===== config.mk =====
export PLATFORM = sky130hd
export DESIGN_NAME = address_generation_top
export DESIGN_NICKNAME = d
export VERILOG_FILES = /design/src/verilog/x86_arch_pkg.sv /design/src/verilog/agen_pkg.sv /design/src/verilog/gpr_size_selector.sv /design/src/verilog/string_address_gen.sv /design/src/verilog/operand_generator.sv /design/src/verilog/agen_stage_reg.sv /design/src/verilog/address_generation_top.sv
export SDC_FILE = /design/constraint.sdc
export NUM_CORES = 1
export LEC_CHECK = 0
export BUFFER_PORTS_ARGS = -buffer_cell sky130_fd_sc_hd__buf_2
export CAP_MARGIN = 15
export CORE_AREA = 2 2 416 418
export DETAILED_ROUTE_END_ITERATION = 10
export DIE_AREA = 0 0 418 420
export PLACE_DENSITY = 0.35
export SLEW_MARGIN = 40
export SYNTH_ARGS = -nofsm -noshare
export SYNTH_HDL_FRONTEND = slang
export SYNTH_SLANG_ARGS = --single-unit

===== constraint.sdc =====
create_clock -name clk -period 18.4 [get_ports clk]
set_clock_uncertainty 0.05 [all_clocks]
set_input_delay 0.92 -clock clk [delete_from_list [all_inputs] [get_ports clk]]
set_output_delay 0.92 -clock clk [all_outputs]
set_load 0.05 [all_outputs]

===== src/verilog/x86_arch_pkg.sv =====
// x86 register file widths, read sizes and segment numbering
// import wherever a register or segment value is selected or sized
`default_nettype none

package x86_arch_pkg;

    localparam int gpr_width = 32;
    localparam int mmx_width = 64;
    localparam int seg_width = 16;
    localparam int reg_index_width = 3;

    // codes 0, 4, 6 and 7 read as zero
    typedef enum logic [2:0] {
        size_byte  = 3'd1,
        size_word  = 3'd2,
        size_dword = 3'd3,
        size_mmx   = 3'd5
    } reg_size_t;

    // codes 6 and 7 select no segment
    typedef enum logic [2:0] {
        seg_es = 3'd0,
        seg_cs = 3'd1,
        seg_ss = 3'd2,
        seg_ds = 3'd3,
        seg_fs = 3'd4,
        seg_gs = 3'd5
    } seg_sel_t;

    // register numbers as encoded in the instruction
    localparam logic [reg_index_width-1:0] idx_eax = 3'd0;
    localparam logic [reg_index_width-1:0] idx_ecx = 3'd1;
    localparam logic [reg_index_width-1:0] idx_edx = 3'd2;
    localparam logic [reg_index_width-1:0] idx_ebx = 3'd3;
    localparam logic [reg_index_width-1:0] idx_esp = 3'd4;
    localparam logic [reg_index_width-1:0] idx_ebp = 3'd5;
    localparam logic [reg_index_width-1:0] idx_esi = 3'd6;
    localparam logic [reg_index_width-1:0] idx_edi = 3'd7;

    // segment register named by a seg_sel_t code, zero for the spare codes
    function automatic logic [seg_width-1:0] select_segment(
        input seg_sel_t sel,
        input logic [seg_width-1:0] es,
        input logic [seg_width-1:0] cs,
        input logic [seg_width-1:0] ss,
        input logic [seg_width-1:0] ds,
        input logic [seg_width-1:0] fs,
        input logic [seg_width-1:0] gs
    );
        case (sel)
            seg_es:  return es;
            seg_cs:  return cs;
            seg_ss:  return ss;
            seg_ds:  return ds;
            seg_fs:  return fs;
            seg_gs:  return gs;
            default: return '0;
        endcase
    endfunction

endpackage

`default_nettype wire


===== src/verilog/agen_pkg.sv =====
// operand kinds and widths of the address-generation stage
// import in every module that carries a stage operand
`default_nettype none

package agen_pkg;

    localparam int operand_width = 64;
    localparam int imm_width = 48;
    localparam int addr_width = 32;

    // source of one operand slot as decoded upstream
    typedef enum logic [2:0] {
        kind_none         = 3'd0,
        kind_register     = 3'd1,
        kind_segment      = 3'd2,
        kind_mmx_register = 3'd3,
        kind_mod_rm       = 3'd4,
        kind_immediate    = 3'd5,
        kind_memory       = 3'd6,
        kind_not_used     = 3'd7
    } operand_kind_t;

endpackage

`default_nettype wire


===== src/verilog/gpr_size_selector.sv =====
// sized read of one general register or MMX register
// combinational, one instance per operand slot
`default_nettype none
`timescale 1ns/100ps

module gpr_size_selector
    import x86_arch_pkg::*;
    import agen_pkg::*;
(
    input  wire reg_size_t                     size,
    input  wire logic [reg_index_width-1:0]    index,
    input  wire logic [gpr_width-1:0]          gpr0, gpr1, gpr2, gpr3,
    input  wire logic [gpr_width-1:0]          gpr4, gpr5, gpr6, gpr7,
    input  wire logic [mmx_width-1:0]          mm0, mm1, mm2, mm3,
    input  wire logic [mmx_width-1:0]          mm4, mm5, mm6, mm7,
    output logic [operand_width-1:0]           value
);

    logic [gpr_width-1:0] gpr_sel;
    logic [gpr_width-1:0] byte_reg;
    logic [7:0][mmx_width-1:0] mm_regs;

    assign mm_regs = {mm7, mm6, mm5, mm4, mm3, mm2, mm1, mm0};

    always_comb begin
        case (index)
            idx_eax: gpr_sel = gpr0;
            idx_ecx: gpr_sel = gpr1;
            idx_edx: gpr_sel = gpr2;
            idx_ebx: gpr_sel = gpr3;
            idx_esp: gpr_sel = gpr4;
            idx_ebp: gpr_sel = gpr5;
            idx_esi: gpr_sel = gpr6;
            default: gpr_sel = gpr7;
        endcase
    end

    // byte numbers 4..7 are AH..BH, the high bytes of the first four
    always_comb begin
        case ({1'b0, index[1:0]})
            idx_eax: byte_reg = gpr0;
            idx_ecx: byte_reg = gpr1;
            idx_edx: byte_reg = gpr2;
            default: byte_reg = gpr3;
        endcase
    end

    always_comb begin
        case (size)
            size_byte:  value = operand_width'(index[2] ? byte_reg[15:8] : byte_reg[7:0]);
            size_word:  value = operand_width'(gpr_sel[15:0]);
            size_dword: value = operand_width'(gpr_sel);
            size_mmx:   value = operand_width'(mm_regs[index]);
            default:    value = '0;
        endcase
    end

endmodule

`default_nettype wire


===== src/verilog/string_address_gen.sv =====
// linear addresses of the string operands, ES:EDI and src:ESI
// source segment is DS unless a segment override is present
`default_nettype none
`timescale 1ns/100ps

module string_address_gen
    import x86_arch_pkg::*;
    import agen_pkg::*;
#(
    parameter int seg_shift = 4
) (
    input  wire logic [seg_width-1:0]  es, ds, cs, ss, fs, gs,
    input  wire seg_sel_t              seg_override,
    input  wire logic                  seg_override_valid,
    input  wire logic [gpr_width-1:0]  edi,
    input  wire logic [gpr_width-1:0]  esi,
    output logic [addr_width-1:0]      dest_addr,
    output logic [addr_width-1:0]      src_addr
);

    logic [seg_width-1:0] src_seg;
    logic [addr_width-1:0] dest_base;
    logic [addr_width-1:0] src_base;

    assign src_seg = seg_override_valid
        ? select_segment(seg_override, es, cs, ss, ds, fs, gs)
        : ds;

    // bits shifted past addr_width drop off, sums wrap mod 2^32
    assign dest_base = addr_width'(es) << seg_shift;
    assign src_base = addr_width'(src_seg) << seg_shift;

    assign dest_addr = dest_base + addr_width'(edi);
    assign src_addr = src_base + addr_width'(esi);

endmodule

`default_nettype wire


===== src/verilog/operand_generator.sv =====
// picks one 64-bit operand by its kind, zero-extended
// also marks memory operands as addresses
`default_nettype none
`timescale 1ns/100ps

module operand_generator
    import x86_arch_pkg::*;
    import agen_pkg::*;
(
    input  wire operand_kind_t                 kind,
    input  wire logic [reg_index_width-1:0]    reg_index,
    input  wire reg_size_t                     size,
    input  wire logic [imm_width-1:0]          imm,
    input  wire logic [addr_width-1:0]         mem_addr,
    input  wire logic [gpr_width-1:0]          eax, ecx, edx, ebx,
    input  wire logic [gpr_width-1:0]          esp, ebp, esi, edi,
    input  wire logic [seg_width-1:0]          es, cs, ss, ds, fs, gs,
    input  wire logic [mmx_width-1:0]          mm0, mm1, mm2, mm3,
    input  wire logic [mmx_width-1:0]          mm4, mm5, mm6, mm7,
    output logic [operand_width-1:0]           operand,
    output logic                               is_address
);

    reg_size_t read_size;
    logic [operand_width-1:0] reg_value;
    logic [seg_width-1:0] seg_value;

    // mmx kind reads the full register whatever the operand size
    assign read_size = (kind == kind_mmx_register) ? size_mmx : size;

    gpr_size_selector sized_read_i (
        .size  (read_size),
        .index (reg_index),
        .gpr0  (eax), .gpr1 (ecx), .gpr2 (edx), .gpr3 (ebx),
        .gpr4  (esp), .gpr5 (ebp), .gpr6 (esi), .gpr7 (edi),
        .mm0   (mm0), .mm1 (mm1), .mm2 (mm2), .mm3 (mm3),
        .mm4   (mm4), .mm5 (mm5), .mm6 (mm6), .mm7 (mm7),
        .value (reg_value)
    );

    assign seg_value = select_segment(seg_sel_t'(reg_index), es, cs, ss, ds, fs, gs);

    // none, mod r/m and not-used all give zero
    always_comb begin
        case (kind)
            kind_register:     operand = reg_value;
            kind_mmx_register: operand = reg_value;
            kind_segment:      operand = operand_width'(seg_value);
            kind_immediate:    operand = operand_width'(imm);
            kind_memory:       operand = operand_width'(mem_addr);
            default:           operand = '0;
        endcase
    end

    assign is_address = (kind == kind_memory);

endmodule

`default_nettype wire


===== src/verilog/agen_stage_reg.sv =====
// one-entry output register of the stage with valid/ready
// holds its item under back-pressure, flush drops it
`default_nettype none
`timescale 1ns/100ps

module agen_stage_reg
    import agen_pkg::*;
(
    input  wire logic                      clk,
    input  wire logic                      reset,
    input  wire logic                      flush,
    input  wire logic                      in_valid,
    output logic                           in_ready,
    input  wire logic [operand_width-1:0]  op0_in,
    input  wire logic [operand_width-1:0]  op1_in,
    input  wire logic                      op0_is_address_in,
    input  wire logic                      op1_is_address_in,
    output logic                           out_valid,
    input  wire logic                      out_ready,
    output logic [operand_width-1:0]       op0,
    output logic [operand_width-1:0]       op1,
    output logic                           op0_is_address,
    output logic                           op1_is_address
);

    logic capture;

    // free when empty or the held item leaves this cycle
    assign in_ready = !out_valid || out_ready;
    assign capture = in_valid && in_ready && !flush;

    always_ff @(posedge clk) begin
        if (reset) begin
            out_valid <= 1'b0;
        end else if (flush) begin
            out_valid <= 1'b0;
        end else if (in_ready) begin
            out_valid <= in_valid;
        end
    end

    always_ff @(posedge clk) begin
        if (capture) begin
            op0 <= op0_in;
            op1 <= op1_in;
            op0_is_address <= op0_is_address_in;
            op1_is_address <= op1_is_address_in;
        end
    end

endmodule

`default_nettype wire


===== src/verilog/address_generation_top.sv =====
// address-generation stage, two operand slots into one output register
// r_ side comes from register read, a_ side goes to memory access
`default_nettype none
`timescale 1ns/100ps

module address_generation_top
    import x86_arch_pkg::*;
    import agen_pkg::*;
#(
    parameter int seg_shift = 4
) (
    input  wire logic                          clk,
    input  wire logic                          reset,
    input  wire logic                          flush,
    input  wire logic                          r_valid,
    output logic                               r_ready,
    input  wire reg_size_t                     r_size,
    input  wire operand_kind_t                 r_op0_kind,
    input  wire operand_kind_t                 r_op1_kind,
    input  wire logic [reg_index_width-1:0]    r_op0_reg,
    input  wire logic [reg_index_width-1:0]    r_op1_reg,
    input  wire logic [imm_width-1:0]          r_imm,
    input  wire seg_sel_t                      r_seg_override,
    input  wire logic                          r_seg_override_valid,
    input  wire logic [gpr_width-1:0]          r_eax, r_ecx, r_edx, r_ebx,
    input  wire logic [gpr_width-1:0]          r_esp, r_ebp, r_esi, r_edi,
    input  wire logic [seg_width-1:0]          r_cs, r_ds, r_es, r_fs, r_gs, r_ss,
    input  wire logic [mmx_width-1:0]          r_mm0, r_mm1, r_mm2, r_mm3,
    input  wire logic [mmx_width-1:0]          r_mm4, r_mm5, r_mm6, r_mm7,
    output logic                               a_valid,
    input  wire logic                          a_ready,
    output logic [operand_width-1:0]           a_op0,
    output logic [operand_width-1:0]           a_op1,
    output logic                               a_op0_is_address,
    output logic                               a_op1_is_address
);

    logic [addr_width-1:0] dest_addr;
    logic [addr_width-1:0] src_addr;
    logic [operand_width-1:0] op0_value;
    logic [operand_width-1:0] op1_value;
    logic op0_is_address;
    logic op1_is_address;

    string_address_gen #(
        .seg_shift (seg_shift)
    ) string_addr_i (
        .es (r_es), .ds (r_ds), .cs (r_cs), .ss (r_ss), .fs (r_fs), .gs (r_gs),
        .seg_override       (r_seg_override),
        .seg_override_valid (r_seg_override_valid),
        .edi                (r_edi),
        .esi                (r_esi),
        .dest_addr          (dest_addr),
        .src_addr           (src_addr)
    );

    // operand 0 takes ES:EDI as its memory operand
    operand_generator op0_gen_i (
        .kind (r_op0_kind), .reg_index (r_op0_reg), .size (r_size),
        .imm (r_imm), .mem_addr (dest_addr),
        .eax (r_eax), .ecx (r_ecx), .edx (r_edx), .ebx (r_ebx),
        .esp (r_esp), .ebp (r_ebp), .esi (r_esi), .edi (r_edi),
        .es (r_es), .cs (r_cs), .ss (r_ss), .ds (r_ds), .fs (r_fs), .gs (r_gs),
        .mm0 (r_mm0), .mm1 (r_mm1), .mm2 (r_mm2), .mm3 (r_mm3),
        .mm4 (r_mm4), .mm5 (r_mm5), .mm6 (r_mm6), .mm7 (r_mm7),
        .operand (op0_value), .is_address (op0_is_address)
    );

    // operand 1 takes the source string address
    operand_generator op1_gen_i (
        .kind (r_op1_kind), .reg_index (r_op1_reg), .size (r_size),
        .imm (r_imm), .mem_addr (src_addr),
        .eax (r_eax), .ecx (r_ecx), .edx (r_edx), .ebx (r_ebx),
        .esp (r_esp), .ebp (r_ebp), .esi (r_esi), .edi (r_edi),
        .es (r_es), .cs (r_cs), .ss (r_ss), .ds (r_ds), .fs (r_fs), .gs (r_gs),
        .mm0 (r_mm0), .mm1 (r_mm1), .mm2 (r_mm2), .mm3 (r_mm3),
        .mm4 (r_mm4), .mm5 (r_mm5), .mm6 (r_mm6), .mm7 (r_mm7),
        .operand (op1_value), .is_address (op1_is_address)
    );

    agen_stage_reg stage_reg_i (
        .clk               (clk),
        .reset             (reset),
        .flush             (flush),
        .in_valid          (r_valid),
        .in_ready          (r_ready),
        .op0_in            (op0_value),
        .op1_in            (op1_value),
        .op0_is_address_in (op0_is_address),
        .op1_is_address_in (op1_is_address),
        .out_valid         (a_valid),
        .out_ready         (a_ready),
        .op0               (a_op0),
        .op1               (a_op1),
        .op0_is_address    (a_op0_is_address),
        .op1_is_address    (a_op1_is_address)
    );

endmodule

`default_nettype wire


### Yosys cells after proc, flatten, opt, wreduce, memory -nomap -nowiden

Index checks and enable logic that the tools add are counted.

| cells by class | value |
|---|---|
| eq/ne operators | 39 |
| order comparisons | 2 |
| divide/modulo/power cells | 0 |
| multipliers | 0 |
| muxes and demuxes | 20 |
| shift-type cells | 0 |
| reduce and logical (&&, ||, !) cells | 13 |
| add/sub/neg operators | 2 |
| bitwise operators | 0 |

Operators with widths:

| kind | number |
|---|---|
| one-hot mux 64 bit (4 select lines) | 4 |
| one-hot mux 32 bit (7 select lines) | 2 |
| binary-select mux 64 bit (select 3 bit) | 2 |
| one-hot mux 16 bit (6 select lines) | 3 |
| two-way mux 64 bit | 2 |
| one-hot mux 16 bit (3 select lines) | 2 |
| adder 20 x 32 -> 32 bit | 2 |
| == test 3 x 2 -> 1 bit (second input constant) | 14 |
| == test 3 bit (second input constant) | 14 |
| == test 3 x 1 -> 1 bit (second input constant) | 7 |
| two-way mux 16 bit | 1 |
| two-way mux 8 bit | 2 |
| zero test 3 bit | 3 |
| less-than comparator 3 x 4 -> 1 bit (second input constant) | 2 |
| two-way mux 3 bit | 2 |
| OR reduction 2 bit | 3 |
| == test 2 x 1 -> 1 bit (second input constant) | 2 |
| == test 2 bit (second input constant) | 2 |
| zero test 2 bit | 2 |
| logical AND 1 bit | 2 |
| zero test 1 bit | 2 |
| logical OR 1 bit | 1 |

| storage, ports and cells | value |
|---|---|
| memories kept | 0 |
| output and inout port bits | 132 |
| register bits after elaboration | 131 |
| bits in latches | 0 |
| ROM bits | 0 |
| RAM bits | 0 |

### Depth between registers and ports, before layout

Gate-level depths: netlist of the first run.

| depth | value |
|---|---|
| depth after elaboration | 5 |
| gate-level depth with buffers | 13 |

### Cells and area by module

From an unflattened synthesis of the first run, not the netlist that was laid out.

| second synthesis, totals | value |
|---|---|
| cells, all modules | 2383 |
| area, all modules | 23760.3 um^2 |

By module, submodules not included:

| module | instances | area an instance (um^2) | cells each |
|---|---|---|---|
| gpr_size_selector | 2 | 6647.6 | 680 |
| agen_stage_reg | 1 | 3961.3 | 135 |
| operand_generator | 2 | 1895.6 | 261 |
| string_address_gen | 1 | 2712.6 | 366 |

### Worst setup path before layout of the first run

No wires, ideal clock.

| timing | value |
|---|---|
| kind | input -> register |
| start | in flush |
| end | reg stage_reg_i.op0[0], enable pin |
| buffers on the path | 0 |
| library setup time | 808 ps |
| required time | 17542 ps |
| setup slack | 7178 ps |
| arrival time | 10364 ps |
| stages on the path | 1 |
| cells stage by stage | nor3b_1 |

| between the ends | value |
|---|---|
| cells in the longest elaborated chain, start to end | 2 |

Ends and longest elaborated chain:

| what | RTL line | text |
|---|---|---|
| from (decl) | address_generation_top.sv:14 | `input wire logic flush,` |
| zero test 1 bit | agen_stage_reg.sv:30 | `assign capture = in_valid && in_ready && !flush;` |
| logical AND 1 bit | agen_stage_reg.sv:30 |  |
| to (signal assigned) | agen_stage_reg.sv:44 | `op0 <= op0_in;` |
| to (decl) | agen_stage_reg.sv:20 | `output logic [operand_width-1:0] op0,` |

No other way between the ends.
A chain may end at the register's enable or synchronous reset.

### Worst setup path after layout of the first run

| timing | value |
|---|---|
| start | in r_seg_override[2] |
| end | reg stage_reg_i.op1[31], data pin |

| between the ends | value |
|---|---|
| cells in the longest elaborated chain, start to end | 5 |
| elaborated cells on any way between the ends | 10 |
| classes of those cells | add/sub: 1; eq/ne: 5; mux: 3; reduce/logical: 1 |

Ends and longest elaborated chain:

| what | RTL line | text |
|---|---|---|
| from (decl) | address_generation_top.sv:23 | `input wire seg_sel_t r_seg_override,` |
| == test 3 bit, or another cell as far along | x86_arch_pkg.sv:50 | `case (sel)` |
| one-hot mux 16 bit (6 select lines) * | x86_arch_pkg.sv:50 |  |
| two-way mux 16 bit * | string_address_gen.sv:26 | `? select_segment(seg_override, es, cs, ss, ds, fs, gs)` |
| adder 20 x 32 -> 32 bit * | string_address_gen.sv:34 | `assign src_addr = src_base + addr_width'(esi);` |
| one-hot mux 64 bit (4 select lines) * | operand_generator.sv:45 | `case (kind)` |
| named net op1_gen_i.operand[31] | operand_generator.sv:20 | `output logic [operand_width-1:0] operand,` |
| to (signal assigned) | agen_stage_reg.sv:45 | `op1 <= op1_in;` |
| to (decl) | agen_stage_reg.sv:21 | `output logic [operand_width-1:0] op1,` |

Mark *: on every way through the listed nets, which the timed path passes. The rest lies on a longest branch.

==> results.cfg, run 1 <==
[timing]
worst_slew_pin_slew_ns = 0.934
setup_viol = 0
post-route-period-util_pct = 24.5
hold-worst-slack_ns = 0.486
max_freq_ghz = 0.222
final_max_slew_viol_count = 0
slew_headroom_pct = 37.7
period_needed_ns = 4.51
fin_setup_tns_ns = 0
rsz0062_at_grt = false
hold_viol_final = 0

[critical_path]
max_stage_delay_ns = 0.64
startpoint_type = primary input
end_kind = flop
cp_max_fo = 20
cp_cell_sequence = buf_2 > nand3b_1 > nand2_1 > nand2_1 > o21ai_0 > ha_1 > and3_1 > nor4b_2 > o211ai_1 > and4_1 > or3_1
r2r-end = stage_reg_i.op0[34]
cp.arrival_ns = 4.76
rr_startpoint = stage_reg_i.out_valid
rr_worst_depth = 4
crit_type = in -> reg
path_common_cell = nand2_1
r2r_setup_slack_ns = 16.06
cp.required_ns = 18.65
slowest_stage = nor4b_2

[global_routing]
antenna_found_initial = 217
grt_max_degree = 104
grt_first_pass_wirelength_um = 283000
grt.total_usage_pct = 24.5
grt_overflow = 0
first_global_vias = 27400

[routing]
drc = 0
drtAntennaViolNets = 0
vias_per_cell = 5.07
drt_wl_total_um = 223000
drt_first_iter_violations = 2777
post_drt_wl_per_cell_um = 40.4
dr.pass1.iters = 8
vias = 28000

[synth]
postSynthAreaPerCell_um2 = 10.1
netlist_instances = 2296
yosysSeqAreaShare_pct = 17.0
synth_edf_count = 130
synth_area_um2 = 23100
synth-seq-cells = 131
synth_cell_types = 90
ys_warn_count = 0
synth_ff_type = edfxtp_1
synthesis.nets = 3270
async_flop_share_pct = 0

[outcome]
status = finished, final reports clean

[die]
core_area_um2 = 171000
die_area_um2 = 176000
io_pins = 1068
chipWidth_um = 418
start_util_pct = 13.5
num_rows = 152
dieHeight_um = 420

[power]
p_leak_nw = 12.5
vdd_ir_drop_max_mv = 0.0835
power_density_nw_per_um2 = 49.7

[cts]
hold_buffers = 0
clkLatencyLatePin_ns = 0.54
cts-root-buf = clkbuf_16
cts_buffer_depth = 2
cts_resized = 0
clkSinkCount = 131
post_cts_buffers = 0
cts_buffers = 17
clk_pin_slew_ns = 0.08
cts_tree = done
htree_levels = 4

[finish]
fillers = 19200
drive_gt1_share_pct = 49.6
final-seq-area_um2 = 3920
fin_util_pct = 18.4
nets = 4192
fin_area_um2 = 31400
area_growth_pct = 36.0
multiInputGateArea_um2 = 17900

[placement]
gp_congestion = 0.942
post-dp-hpwl_um = 187000
io_buffers = 1067
placed_area_um2 = 30700

[min_path]
min_to = stage_reg_i.out_valid
whs_path_depth = 2
hp-class = in -> reg
min_from = reset

[flow_run]
drv_cap = 0
[where the power goes]
| part | switching (mW) | internal [mW] | total [mW] |
|---|---|---|---|
| sequential | 0.00842 | 0.345 | 0.353 |
| clock | 0.195 | 0.187 | 0.382 |
| combinational | 0.510 | 0.318 | 0.828 |
| total | 0.713 | 0.850 | 1.56 |
[worst max path at each step]
stage                           start                  end  slack, ns
floorplan                       flush   stage_reg_i.op0[0]       7.18
global placement         r_op0_reg[0]   stage_reg_i.op0[5]      13.20
detailed placement       r_op0_reg[0]  stage_reg_i.op0[16]      13.17
CTS                      r_op0_reg[0]  stage_reg_i.op0[16]      13.80
global route        r_seg_override[0]  stage_reg_i.op1[31]      13.75
finish              r_seg_override[2]  stage_reg_i.op1[31]      13.89
[cells by family after synthesis]
kind of cell	Yosys count	share of synthesized area [%]
buffers and inverters	259	6.22
adders and majority gates	38	2.12
DFF	131	17.0
AOI/OAI and AO/OA	750	22.0
muxes	556	41.3
and+or+nand+nor	541	10.6
xor gates and xnor gates	21	0.796
[cells in the final DEF (no fill, tap or decap), drive strengths merged, types with 38 or more instances in the layout]
master and n:
buf 1140, mux4 312, nand2 244, o21ai 198, mux2i 189, a21oi 143
nor2 132, edfxtp 130, diode 65, a22oi 62, mux2 55, o211ai 40
o22ai 38
[registers in the layout, summed over array words and instances (netlist names)]
| register | cells |
|---|---|
| stage_reg_i.op1_is_address | 1 |
| stage_reg_i.op0_is_address | 1 |
| stage_reg_i.out_valid | 1 |
| stage_reg_i.op0 | 64 |
| stage_reg_i.op1 | 64 |
[metal layers]
layer	part of all wire, %	GRT usage (%)	up-vias	routed length, µm
met5	0.21	0	-	461
met4	5.2	11.3	78	11500
met3	6.5	5.36	518	14500
met2	52	44.6	1560	116000
met1	36	26.9	14500	81100
li1	-	-	11400	-
[stage by stage]
step | setup slack, ns | cells | power, mW
2_1_floorplan | 7.18 | 2296 | 0.795
3_3_place_gp | 13.20 | 5428 | 1.18
3_5_place_dp | 13.17 | 5432 | 1.19
4_1_cts | 13.80 | 5464 | 1.58
5_1_grt | 13.75 | 5507 | 1.62
6_report | 13.89 | 5529 | 1.56
[worst max-delay path, delay by kind of cell]
family | cells | cell delay (ns)
AOI/OAI and AO/OA | 2 | 0.54
buffers and inverters | 1 | 0.46
adders and majority gates | 1 | 0.41
and+or+nand+nor | 7 | 2.41
[cell type report]
class,instances,area share [%]
Multi-Input combinational cell,1906,57.0
Inverter,22,0.279
Timing Repair Buffer,1140,19.1
Sequential cell,131,12.5
Antenna cell,65,0.517
Clock buffer,18,1.36
Tap cell,2233,8.89
Clock inverter,14,0.418
[Yosys cell counts (7+ instances only)]
library cell | instances | share of area, %
o211ai_1 | 39 | 1.3
mux4_2 | 312 | 30
a22oi_1 | 62 | 2.0
nand3_1 | 26 | 0.56
a31oi_1 | 14 | 0.38
nor2_1 | 131 | 2.1
nand3b_1 | 7 | 0.23
o21ai_0 | 170 | 3.7
nand4_1 | 12 | 0.32
nand2b_1 | 10 | 0.27
nor3_1 | 25 | 0.54
a21o_1 | 12 | 0.39
a32oi_1 | 12 | 0.45
o22ai_1 | 38 | 1.0
o21a_1 | 15 | 0.49
o2bb2ai_1 | 8 | 0.30
and2_1 | 9 | 0.24
buf_2 | 92 | 2.0
edfxtp_1 | 130 | 17
buf_1 | 12 | 0.19
mux2_2 | 53 | 2.6
buf_4 | 47 | 1.5
inv_1 | 17 | 0.28
or3_1 | 9 | 0.24
a22o_1 | 21 | 0.80
mux2i_1 | 189 | 8.2
xor2_1 | 9 | 0.34
o2111ai_1 | 8 | 0.30
and3_1 | 13 | 0.35
a221oi_1 | 23 | 0.87
o221a_2 | 8 | 0.39
nand2_1 | 244 | 4.0
ha_1 | 36 | 1.9
xnor2_1 | 12 | 0.45
o21ai_1 | 27 | 0.58
a21oi_1 | 142 | 3.1
nor2b_1 | 23 | 0.62
buf_6 | 23 | 1.1
o221ai_1 | 33 | 1.3
a211oi_1 | 31 | 1.0
a222oi_1 | 15 | 0.65
clkbuf_1 | 62 | 1.0
(Power assumes the default switching activity.)
==> inputs of run 2 (changes only) <==
CORE_AREA = 2 2 420 422   (was 2 2 416 418)
DIE_AREA = 0 0 422 424   (was 0 0 418 420)
clock period = 4.2 ns   (was 18.4 ns; I/O delays follow)
==> run 2 against run 1 <==
Utilization grew 0.40 points. Die area rose by 1.9%. Global-route usage is essentially flat. Non-clock buffer count grew 134. Setup slack lost 13 ns. Combinational power increased to 4.6 times the previous value. Critical path depth is 1 higher. Cell count rose by 4.6%. Sequential power grew to 4.4 times the previous value. Flip-flop and latch count is the same. Critical endpoint unchanged. Largest power group unchanged.
==> results.cfg, run 2 (synthesis results as in run 1) <==
[global_routing]
first_global_vias = 28000
grt.total_usage_pct = 24.5
antenna_found_initial = 161
grt_max_degree = 75
grt_overflow = 0
grt_first_pass_wirelength_um = 291000

[routing]
vias_per_cell = 4.93
post_drt_wl_per_cell_um = 39.3
vias = 28500
dr.pass1.iters = 6
drc = 0
drt_first_iter_violations = 3142
drt_wl_total_um = 227000
drtAntennaViolNets = 0

[finish]
multiInputGateArea_um2 = 17900
final_common_cell = buf_2
fillers = 19800
layout_common_cells = 1,061 x buf_2, 312 x mux4_2, 244 x nand2_1
final-seq-area_um2 = 3930
drive_gt1_share_pct = 50.4
area_growth_pct = 42.2
nets = 4326
top_regs = stage_reg_i.op0: 64 flops, stage_reg_i.op1: 64 flops
layoutNonFillerInstCount = 5782

[placement]
dpl.cell_count = 5644
gp_congestion = 0.956
io_buffers = 1067
post-dp-hpwl_um = 193000
post-place-ws_ns = 0.157

[critical_path]
path_common_cell = o21ai_0
startpoint_type = primary input
end_kind = flop
cp.arrival_ns = 3.81
crit_type = in -> reg
crit_family = compound AO/OA/AOI/OAI gates
cp_cell_sequence = buf_2 > nor3_1 > buf_4 > a22oi_1 > o21ai_0 > ha_1 > and3_1 > a31oi_1 > o21ai_0 > o211ai_1 > a2111oi_0 > or3_1
slowest_stage = o211ai_1
critPathBufInv = 2
max_stage_delay_ns = 0.52
cp.required_ns = 4.45
cp_max_fo = 20

[cts]
htree_levels = 4
cts_tree = done
clkSinkCount = 131
cts-root-buf = clkbuf_16
clkLatencyLatePin_ns = 0.55
cts_resized = 0
hold_buffers = 29
cts_buffers = 17
cts_buffer_depth = 2
post_cts_buffers = 0
clk_pin_slew_ns = 0.08

[timing]
rsz0062_at_grt = false
period_needed_ns = 3.56
max_freq_ghz = 0.281
post-route-period-util_pct = 84.7
setup_viol = 0
slew_headroom_pct = 41.4
worst_slew_pin_slew_ns = 0.857
hold_viol_final = 0
final_max_slew_viol_count = 0
finalWorstSetupSlack_ns = 0.643

[die]
io_pins = 1068
die_area_um2 = 179000
dieHeight_um = 424
start_util_pct = 13.2
chipWidth_um = 422
num_rows = 154
core_area_um2 = 175000

[power]
pwr-share-clk_pct = 24.3
switching_power_mw = 3.26
p_sw_share_pct = 46.1
comb_power_share_pct = 54.0
p_seq_share_pct = 21.8
p_int_mw = 3.81
power_density_nw_per_um2 = 215
vdd_ir_drop_max_mv = 0.290
p_leak_nw = 13.2

[min_path]
hp-class = in -> reg

[outcome]
status = finished, final reports clean

[flow_run]
drv_cap = 0
[run 2: cell type report]
cell class              instances  area share [%]
diodes                         77           0.586
clock buffers                  17            1.29
clock inverters                15           0.407
inverters                      22           0.274
multi-input cells            1906            54.4
flip-flops and latches        131            11.9
well taps                    2340            8.91
repair buffers               1274            22.2
[run 2: worst paths after layout]
kind / from / endpoint / slack [ns] / depth (start not counted)
max: r_seg_override[2] / stage_reg_i.op1[31] / 0.64 / 12
min: r_imm[5] / stage_reg_i.op0[5] / 0.06 / 4
max reg2reg: stage_reg_i.out_valid / stage_reg_i.op1[38] / 2.37 / 3
min reg2reg: stage_reg_i.out_valid / stage_reg_i.op0[27] / 0.97 / 3
[run 2: stage by stage]
stage / instance area [µm²] / TNS [ns] / util [%] / hold slack (ns) / power, mW
CTS: 32700 / 0 / 18.7 / 0.0132 / 7.15
global placement: 31800 / 0 / 18.2 / 0.322 / 5.36
floorplan: 23100 / -19.06 / - / 0.227 / 3.47
global route: 32800 / 0 / 18.7 / 0.0555 / 7.34
detailed placement: 31800 / 0 / 18.2 / 0.319 / 5.37
finish: 32900 / 0 / 18.8 / 0.0616 / 7.07
[run 2: worst register-to-register path, delay by kind of cell, from the launching register on]
family                 cells  cell delay, ns
AND/OR/NAND/NOR            2            0.45
buffers and inverters      1            0.38
flip-flops                 1            0.34
[run 2: power groups by stage]
| stage | logic (mW) | registers (mW) | clock network [mW] |
|---|---|---|---|
| 2_1_floorplan | 1.74 | 1.73 | 0 |
| 3_5_place_dp | 3.80 | 1.57 | 0 |
| 6_report | 3.82 | 1.54 | 1.71 |
| 5_1_grt | 4.01 | 1.54 | 1.79 |
| 4_1_cts | 3.84 | 1.54 | 1.77 |
| 3_3_place_gp | 3.79 | 1.57 | 0 |
[run 2: layer usage]
metal	GRT usage, %	routed length, µm	vias to the layer above	share of wire (%)
met3	3.97	15800	378	7.0
met2	43.7	115000	1696	51
met1	28.9	85200	14700	38
met4	10.6	10600	26	4.7
li1	-	-	11700	-
met5	0	154	-	0.068
